File: src/verilog/predecode_pkg.sv
package predecode_pkg;

    localparam int block_inst_size  = 8;
    localparam int block_inst_width = 3;
    localparam int vaddr_size       = 32;
    localparam int fsq_idx_width    = 4;

    // Major opcodes seen by the pre-decoder
    localparam logic [6:0] opcode_jal    = 7'b1101111;
    localparam logic [6:0] opcode_jalr   = 7'b1100111;
    localparam logic [6:0] opcode_branch = 7'b1100011;

    // Link registers per the RISC-V calling convention
    localparam logic [4:0] link_ra = 5'd1;
    localparam logic [4:0] link_t0 = 5'd5;

    typedef enum logic [1:0] {
        CONDITION = 2'd0,
        DIRECT    = 2'd1,
        INDIRECT  = 2'd2
    } br_type_e;

    typedef enum logic [1:0] {
        NONE     = 2'd0,
        PUSH     = 2'd1,
        POP      = 2'd2,
        POP_PUSH = 2'd3
    } ras_type_e;

    typedef struct packed {
        logic [vaddr_size-1:0]       start_addr;
        logic [block_inst_width-1:0] size;         // Index of the last slot in the stream
        logic                        taken;
        br_type_e                    branch_type;
        ras_type_e                   ras_type;
        logic [vaddr_size-1:0]       target;
    } fetch_stream_t;

    typedef struct packed {
        logic [block_inst_size-1:0]       en;
        logic [fsq_idx_width-1:0]         fsq_idx;
        fetch_stream_t                    stream;
        logic [block_inst_size-1:0][31:0] data;
        logic [block_inst_size-1:0]       ipf;
    } fetch_block_t;

    typedef struct packed {
        logic [31:0]           inst;
        logic [vaddr_size-1:0] addr;
    } slot_t;

    typedef struct packed {
        logic                  branch;   // Any jal, jalr or conditional branch
        logic                  direct;
        br_type_e              br_type;
        ras_type_e             ras_type;
        logic [vaddr_size-1:0] target;
    } pd_bundle_t;

    typedef struct packed {
        logic       imm20;
        logic [9:0] imm10_1;
        logic       imm11;
        logic [7:0] imm19_12;
        logic [4:0] rd;
        logic [6:0] opcode;
    } j_fmt_t;

    typedef struct packed {
        logic [11:0] imm;
        logic [4:0]  rs1;
        logic [2:0]  funct3;
        logic [4:0]  rd;
        logic [6:0]  opcode;
    } i_fmt_t;

    // The same instruction word seen as a jal and as a jalr
    typedef union packed {
        j_fmt_t j_fmt;
        i_fmt_t i_fmt;
    } inst_word_u;

    typedef struct packed {
        logic [fsq_idx_width-1:0]    fsq_idx;
        logic                        direct;
        logic                        taken;
        logic [vaddr_size-1:0]       start_addr;
        logic [block_inst_width-1:0] size;
        br_type_e                    branch_type;
        ras_type_e                   ras_type;
        logic [vaddr_size-1:0]       target;
    } pd_redirect_t;

    typedef struct packed {
        logic [block_inst_size-1:0]       en;
        logic [block_inst_width:0]        num;
        logic [block_inst_size-1:0][31:0] inst;
        logic [fsq_idx_width-1:0]         fsq_idx;
        logic                             iam;     // Start address not word aligned
        logic [block_inst_size-1:0]       ipf;
    } ibuf_write_t;

endpackage
File: src/verilog/fetch_predecode.sv
`timescale 1ns/1ps

module fetch_predecode (
    input  logic                         clk,
    input  logic                         rst,
    input  logic                         cache_en,
    input  predecode_pkg::fetch_block_t  cache_block,
    input  logic                         ibuf_full,
    input  logic                         frontend_flush,
    output logic                         redirect_en,
    output predecode_pkg::pd_redirect_t  pd_redirect,
    output predecode_pkg::ibuf_write_t   ibuf_wr
);
    import predecode_pkg::*;

    fetch_block_t                     blk_q;
    logic                             flush;
    slot_t [block_inst_size-1:0]      slots;
    pd_bundle_t [block_inst_size-1:0] bundles;

    // Our own redirect drops the block arriving behind it
    assign flush = frontend_flush | redirect_en;

    fetch_block_reg i_block_reg (
        .clk         (clk),
        .rst         (rst),
        .cache_en    (cache_en),
        .cache_block (cache_block),
        .ibuf_full   (ibuf_full),
        .flush       (flush),
        .blk_q       (blk_q),
        .blk_valid   (),
        .slots       (slots)
    );

    for (genvar i = 0; i < block_inst_size; i++) begin : g_slot
        slot_predecoder i_slot_pd (
            .slot   (slots[i]),
            .bundle (bundles[i])
        );
    end

    redirect_checker i_checker (
        .blk_q       (blk_q),
        .bundles     (bundles),
        .ibuf_full   (ibuf_full),
        .redirect_en (redirect_en),
        .pd_redirect (pd_redirect),
        .ibuf_wr     (ibuf_wr)
    );

endmodule

File: src/verilog/redirect_checker.sv
`timescale 1ns/1ps

module redirect_checker (
    input  predecode_pkg::fetch_block_t  blk_q,
    input  predecode_pkg::pd_bundle_t [predecode_pkg::block_inst_size-1:0] bundles,
    input  logic                         ibuf_full,
    output logic                         redirect_en,
    output predecode_pkg::pd_redirect_t  pd_redirect,
    output predecode_pkg::ibuf_write_t   ibuf_wr
);
    import predecode_pkg::*;

    logic [block_inst_size-1:0]  jump_en;
    logic                        any_jump;
    logic [block_inst_width-1:0] sel;
    logic [block_inst_width-1:0] tail;
    logic [block_inst_width-1:0] cut;
    logic [block_inst_width:0]   tail_cnt;
    pd_bundle_t                  tail_bundle;
    pd_bundle_t                  sel_bundle;
    logic                        false_hit;
    logic                        mismatch;
    logic [block_inst_size-1:0]  cut_mask;
    logic [block_inst_size-1:0]  wr_en;
    logic [block_inst_width:0]   wr_num;

    for (genvar i = 0; i < block_inst_size; i++) begin : g_jump
        assign jump_en[i] = blk_q.en[i] & bundles[i].direct;
    end

    assign any_jump = |jump_en;

    // Lowest valid jal in the block
    always_comb begin
        sel = '0;
        for (int i = block_inst_size - 1; i >= 0; i--) begin
            if (jump_en[i]) begin
                sel = block_inst_width'(i);
            end
        end
    end

    assign tail        = blk_q.stream.size;
    assign tail_cnt    = {1'b0, tail} + 1'b1;
    assign tail_bundle = bundles[tail];
    assign sel_bundle  = bundles[sel];

    // Predicted taken on something that decodes as a plain instruction
    assign false_hit = blk_q.en[0] & blk_q.stream.taken & ~tail_bundle.branch;

    always_comb begin
        mismatch = 1'b0;
        if (any_jump) begin
            mismatch = ~blk_q.stream.taken
                     | (tail != sel)
                     | (tail_bundle.br_type != blk_q.stream.branch_type)
                     | (tail_bundle.direct & (tail_bundle.target != blk_q.stream.target));
        end
    end

    assign redirect_en = (mismatch | false_hit) & ~ibuf_full;

    always_comb begin
        pd_redirect.fsq_idx    = blk_q.fsq_idx;
        pd_redirect.start_addr = blk_q.stream.start_addr;
        if (false_hit) begin
            // Resume at the fall-through of the predicted tail
            pd_redirect.direct      = 1'b0;
            pd_redirect.taken       = 1'b0;
            pd_redirect.size        = tail;
            pd_redirect.branch_type = blk_q.stream.branch_type;
            pd_redirect.ras_type    = NONE;
            pd_redirect.target      = blk_q.stream.start_addr
                                    + vaddr_size'({tail_cnt, 2'b00});
        end else begin
            pd_redirect.direct      = 1'b1;
            pd_redirect.taken       = 1'b1;
            pd_redirect.size        = sel;
            pd_redirect.branch_type = DIRECT;
            pd_redirect.ras_type    = sel_bundle.ras_type;
            pd_redirect.target      = sel_bundle.target;
        end
    end

    assign cut = false_hit ? tail : sel;

    always_comb begin
        for (int i = 0; i < block_inst_size; i++) begin
            cut_mask[i] = block_inst_width'(i) <= cut;
        end
    end

    always_comb begin
        if (ibuf_full) begin
            wr_en = '0;
        end else if (redirect_en) begin
            wr_en = blk_q.en & cut_mask;   // Slots past the cut belong to the wrong path
        end else begin
            wr_en = blk_q.en;
        end
    end

    always_comb begin
        wr_num = '0;
        for (int i = 0; i < block_inst_size; i++) begin
            wr_num = wr_num + (block_inst_width + 1)'(wr_en[i]);
        end
    end

    always_comb begin
        ibuf_wr.en      = wr_en;
        ibuf_wr.num     = wr_num;
        ibuf_wr.inst    = blk_q.data;
        ibuf_wr.fsq_idx = blk_q.fsq_idx;
        ibuf_wr.iam     = |blk_q.stream.start_addr[1:0];
        ibuf_wr.ipf     = blk_q.ipf;
    end

endmodule

File: src/verilog/slot_predecoder.sv
`timescale 1ns/1ps

module slot_predecoder (
    input  predecode_pkg::slot_t      slot,
    output predecode_pkg::pd_bundle_t bundle
);
    import predecode_pkg::*;

    inst_word_u            word;
    logic                  is_jal;
    logic                  is_jalr;
    logic                  is_cond;
    logic                  rd_link;
    logic                  rs1_link;
    logic [vaddr_size-1:0] j_imm;
    ras_type_e             link_ras;

    assign word = slot.inst;

    assign is_jal  = word.j_fmt.opcode == opcode_jal;
    assign is_jalr = (word.i_fmt.opcode == opcode_jalr) && (word.i_fmt.funct3 == 3'b000);
    assign is_cond = word.i_fmt.opcode == opcode_branch;

    assign rd_link  = (word.j_fmt.rd == link_ra) || (word.j_fmt.rd == link_t0);
    assign rs1_link = (word.i_fmt.rs1 == link_ra) || (word.i_fmt.rs1 == link_t0);

    // J immediate, sign extended to the address width
    assign j_imm = {
        {(vaddr_size - 21){word.j_fmt.imm20}},
        word.j_fmt.imm20,
        word.j_fmt.imm19_12,
        word.j_fmt.imm11,
        word.j_fmt.imm10_1,
        1'b0
    };

    always_comb begin
        case ({rd_link, rs1_link})
            2'b01:   link_ras = POP;
            2'b10:   link_ras = PUSH;
            2'b11:   link_ras = POP_PUSH;
            default: link_ras = NONE;
        endcase
    end

    always_comb begin
        bundle.branch = is_jal | is_jalr | is_cond;
        bundle.direct = is_jal;
        bundle.target = slot.addr + j_imm;   // Only meaningful for jal

        if (is_jal) begin
            bundle.br_type  = DIRECT;
            bundle.ras_type = rd_link ? PUSH : NONE;
        end else if (is_jalr) begin
            bundle.br_type  = INDIRECT;
            bundle.ras_type = link_ras;
        end else begin
            bundle.br_type  = CONDITION;
            bundle.ras_type = NONE;
        end
    end

endmodule

File: src/verilog/fetch_block_reg.sv
`timescale 1ns/1ps

module fetch_block_reg (
    input  logic                         clk,
    input  logic                         rst,
    input  logic                         cache_en,
    input  predecode_pkg::fetch_block_t  cache_block,
    input  logic                         ibuf_full,
    input  logic                         flush,
    output predecode_pkg::fetch_block_t  blk_q,
    output logic                         blk_valid,
    output predecode_pkg::slot_t [predecode_pkg::block_inst_size-1:0] slots
);
    import predecode_pkg::*;

    fetch_block_t blk_d;   // Raw block as captured from the cache

    // A flush wins over the stall so a redirect always drops the incoming block
    always_ff @(posedge clk or posedge rst) begin
        if (rst) begin
            blk_valid <= 1'b0;
        end else if (flush) begin
            blk_valid <= 1'b0;
        end else if (!ibuf_full) begin
            blk_valid <= cache_en;
        end
    end

    always_ff @(posedge clk) begin
        if (!ibuf_full) begin
            blk_d <= cache_block;
        end
    end

    // Valid mask only counts while a block is actually held
    always_comb begin
        blk_q    = blk_d;
        blk_q.en = blk_d.en & {block_inst_size{blk_valid}};
    end

    // Each slot sees its own word and the address it was fetched from
    for (genvar i = 0; i < block_inst_size; i++) begin : g_slot
        assign slots[i].inst = blk_d.data[i];
        assign slots[i].addr = blk_d.stream.start_addr + vaddr_size'(i * 4);
    end

endmodule

File: config.mk
export PLATFORM = sky130hd
export DESIGN_NAME = fetch_predecode
export DESIGN_NICKNAME = d
export VERILOG_FILES = /design/src/verilog/predecode_pkg.sv /design/src/verilog/fetch_predecode.sv /design/src/verilog/redirect_checker.sv /design/src/verilog/slot_predecoder.sv /design/src/verilog/fetch_block_reg.sv
export SDC_FILE = /design/constraint.sdc
export NUM_CORES = 2
export LEC_CHECK = 0
export ABC_AREA = 0
export CAP_MARGIN = 10
export CORE_ASPECT_RATIO = 0.6
export CORE_MARGIN = 1
export CORE_UTILIZATION = 50
export DETAILED_ROUTE_END_ITERATION = 7
export DONT_BUFFER_PORTS = 1
export PLACE_DENSITY = 0.68
export SETUP_SLACK_MARGIN = 0.4
export SYNTH_ARGS = -nofsm -noshare
export SYNTH_HDL_FRONTEND = slang
export SYNTH_HIERARCHICAL = 1
export SYNTH_SLANG_ARGS = --single-unit
File: constraint.sdc
create_clock -name clk -period 10 [get_ports clk]
set_input_delay 1.5 -clock clk [delete_from_list [all_inputs] [get_ports clk]]
set_output_delay 1.5 -clock clk [all_outputs]
set_load 0.03 [all_outputs]
* After elaboration in Yosys (flattened, before gate mapping) *
Index checks and enable logic that the tools add are counted.
W data, S select, Z words.

word-level totals
  flip-flop bits (word level) = 347
  bits in latches = 0
  memory bits (writable) = 0
  memory bits (read-only) = 0
  bits of input ports = 353
  output and inout bits = 359
  logic and storage cells = 259
  memories kept = 0

cells by class
  $add $sub $neg = 24
  $mul = 0
  div/mod/pow operators = 0
  $lt $le $gt $ge = 10
  equal/unequal tests = 84
  shift operators = 0
  mux-type cells = 52
  bitwise logic cells = 38
  reduce and logical (&&, ||, !) cells = 34

operator list
  cell                     number
  $add A32 B32 Y32         8
  $bmux W38 S3             2
  $eq A7 B7 Y1 const B     24
  $add A32 B5 Y32 const B  4
  $eq A5 B1 Y1 const B     16
  $eq A5 B3 Y1 const B     16
  $add A32 B4 Y32 const B  2
  $mux W4                  16
  $pmux W2 S3              8
  $mux W39                 1
  $mux W38                 1
  $mux W34                 1
  $add A32 B3 Y32 const B  1
  $add A32 B6 Y32          1
  $eq A2 B2 Y1 const B     16
  $ne A32 B32 Y1           1
  $mux W3                  9
  $add A4 B1 Y4            6
  $logic_not A3 Y1         8
  $or A1 B1 Y1             21
  $and A8 B8 Y8            2
  $eq A2 B1 Y1 const B     8
  $logic_or A1 B1 Y1       16
  $mux W8                  2
  other kinds (16)         52

* Longest topological paths before layout *
  depth after elaboration = 26
  gate-level depth with buffers = 33
  mapped depth without buffers = 30

* Cells and area by module *
The synthesis kept the hierarchy.

by module, submodules not included
  module                                      times used  cells each  area each (µm²)  sequential area each (µm²)
  fetch_block_reg                             1           1,514       18,864.3         10,475.0
  slot_predecoder at g_slot[0].i_slot_pd ...  7           268         1,899.3          0.0
  redirect_checker                            1           1,226       8,729.6          0.0
  slot_predecoder at g_slot[7].i_slot_pd      1           235         1,726.7          0.0
  fetch_predecode                             1           1           6.3              0.0

* Least setup slack after synthesis *
OpenSTA, ideal clock, no wires.

  kind = register -> output
  start point = reg i_block_reg.blk_d (netlist bit i_block_reg/blk_q[306])
  end point = out ibuf_wr[271] in the netlist's numbering
  arrival = 8.572 ns
  required time = 8.500 ns
  slack = -0.072 ns
  stages on the path, launching flop included = 31
  cells stage by stage = edfxtp_1 clkbuf_1 inv_1 ha_1 nand2b_1 nor3_1 nand2_1 xnor2_1 ha_1 and3_1 a221oi_1 o21ai_0 a2111oi_0 o31ai_1 o211a_1 mux4_1 mux2i_1 xor2_1 nand3_1 or4_1 or4_4 a311oi_4 o311ai_0 fa_1 fa_1 fa_1 inv_1 ha_1 inv_1 fa_1 xnor2_1

RTL lines
  what                    line                   source
  from (decl)             fetch_block_reg.sv:16  fetch_block_t blk_d;
  from (signal assigned)  fetch_block_reg.sv:31  blk_d <= cache_block;
  to (decl)               fetch_predecode.sv:12  output predecode_pkg::ibuf_write_t ibuf_wr

==> summary.txt <==
Outcome
  – Outcome: finished, violations left
  – Violated checks: capacitance limit, slew limit, setup timing

Placed design
  – Detailed Place HPWL: 162000 um
  – Dpl cells: between 5k and 6k
  – Buffers on Ports: 0
  – Placement-stage cell area: about 45000 um2
  – RePlAce Congestion: 1.16

GRT
  – GR Util All Layers: a little over two fifths
  – Gr ovfl total: 0
  – Global-route wire length before repair: ~260000 um
  – Largest net degree at the start of global routing: around 160
  – Antenna violations before repair: 14
  – Vias in the first global route: 34.1k

Critical path
  – CP max FO: 5
  – CP most frequent cell: buf_4
  – CP Capture Type: output pin
  – CP max stage cell: xnor2_1
  – Critical path class: flop to output pin
  – Slowest stage delay, CP: approximately 0.6 ns
  – Arrival time worst endpoint: between 9 and 10 ns
  – Startpoint Class: flop
  – Worst EP required: ~8.5 ns

Pwr
  – Cell area power density: 169 nW/um2
  – Static leakage: just over 0.02 uW
  – Post-route total power: 8080 uW
  – Worst vdd ir: 171 uV

Die
  – I/O pins: about 700
  – Die height: 228 um
  – Area of the die: about 86000 um2
  – Row cnt: 82
  – Die Span X: around 380 um
  – Starting Density: 50.7%
  – Placeable Area: 83800 um2

Timing
  – RSZ-0062 raised after global routing: yes
  – Slew @ Worst Pin: approximately 1.5 ns
  – Worst slew margin: -2.00%
  – Fmax: between 90 and 100 MHz
  – Layout Skew: between 0.01 and 0.015 ns
  – Period minus WS final: 10.72 ns
  – Final Hold Vio Count: 0
  – Final Cycle Share: 107%
  – Final setup fails: 4
  – Hold WS: roughly 0.64 ns
  – Slew Viols, Final: 3
  – Final setup margin: -0.722 ns

Drt
  – Vias per std cell: 6.21
  – Vias: about 38k
  – Total wire length: around 200000 um
  – Drt drc: 0
  – 1st-pass router iterations: 8
  – DRT antenna net count: 0
  – 1st-iter DRT viols: between 5k and 6k
  – Wire length per cell: 31.9 um

Clocking
  – Clock latency on the worst-skew pair: a little under 0.6 ns
  – Total CTS buffers: 34
  – CTS tree: done
  – Clk root buf: clkbuf_16
  – Num Clock Sinks: 347
  – CTS HTree Levels: 2
  – Reg clk slew, reported paths: 0.07 ns
  – Hold_buf cts: 0
  – Clock Tree Buf Depth: 3

Layout
  – P&R area growth vs syn: 12.7%
  – Final instance area: between 40000 and 50000 um2
  – Most frequent cells in the layout: buf_4, nand2_1, edfxtp_1
  – Core Util, Final: between 50% and 60%
  – Final cell count without fillers: a little over 6k
  – Area of the multi-input gates: around 25000 um2
  – Layout Nets: approximately 5.6k
  – Layout cells sized above 1: a little over a third
  – FILL cells: between 7k and 8k
  – Reg area: roughly 10000 um2
  – Commonest non-fill, non-tap cell in the layout: buf_4

Logic synthesis
  – Mapped cell area: around 42000 um2
  – Syn_area_per_cell: 8.78 um2
  – YS warnings: 6
  – Syn Inst Count: slightly below 5k
  – Post-Syn Nets: between 5k and 6k

Run
  – MaxCap Viol Count: 1

Min path
  – HP Class: primary input to asynchronous set/reset pin
## metrics by stage
step / TNS [ns] / setup WS [ns]
2_1_floorplan: 0 / 0.400
5_1_grt: -2.78 / -0.852
3_5_place_dp: -1.37 / -0.562
6_report: -2.28 / -0.722
4_1_cts: -1.24 / -0.444
3_3_place_gp: -1.51 / -0.606
## sequential cells by signal, indices dropped and copies added (netlist names)
name / cells
i_block_reg/blk_d: 8
i_block_reg/blk_q: 338
i_block_reg/blk_valid: 1
## path summary, 6_finish.rpt
path                       slack, ns                    from  cells after the start               endpoint
max                            -0.72  i_block_reg/blk_q[308]                     36           ibuf_wr[271]
min                             0.64                     rst                      1  i_block_reg/blk_valid
max reg2reg                     3.09  i_block_reg/blk_q[308]                     31  i_block_reg/blk_valid
min reg2reg                     0.73   i_block_reg/blk_valid                      2  i_block_reg/blk_valid
max in group asynchronous       9.28                     rst                      1  i_block_reg/blk_valid
min in group clk                0.73   i_block_reg/blk_valid                      2  i_block_reg/blk_valid
## worst max-delay path: cells and delay by family, from the launching register on
family	cells	cell delay [ns]
compound gates	7	1.41
simple gates	6	1.24
mux	2	0.51
buf+inv	10	1.28
flops	1	0.43
fa+ha+maj	7	2.49
xor+xnor	4	1.24
## where the power goes
part           switching [uW]  internal [uW]  leakage, uW
sequential                312           1740      0.00340
combinational            2820           1910       0.0163
clock                     594            698     0.000526
## per-layer routing
metal | track usage [%] | up-vias | share of wire [%]
met5 | 2.22 | - | 0.24
met4 | 11.8 | 10 | 3.4
met3 | 24.8 | 332 | 18
met2 | 53.2 | 2688 | 36
met1 | 62.5 | 18300 | 42
li1 | - | 16600 | -
## timing repair
| item | CTS | global route |
|---|---|---|
| resized for setup | 282 | 57 |
| cloned | 0 | 0 |
| setup buffers | 47 | 12 |
| pin swaps | 67 | 26 |
| setup endpoints to repair | 4 | 4 |
## final cells by class
| class | count | share of cell area, % |
|---|---|---|
| Tap cell | 1134 | 2.96 |
| Antenna cell | 6 | 0.0314 |
| Clock buffer | 38 | 1.85 |
| Clock inverter | 22 | 0.387 |
| Timing Repair Buffer | 1278 | 20.9 |
| Inverter | 113 | 0.923 |
| Multi-Input combinational cell | 3170 | 51.2 |
| Sequential cell | 347 | 21.8 |
(Power assumes the default switching activity.)
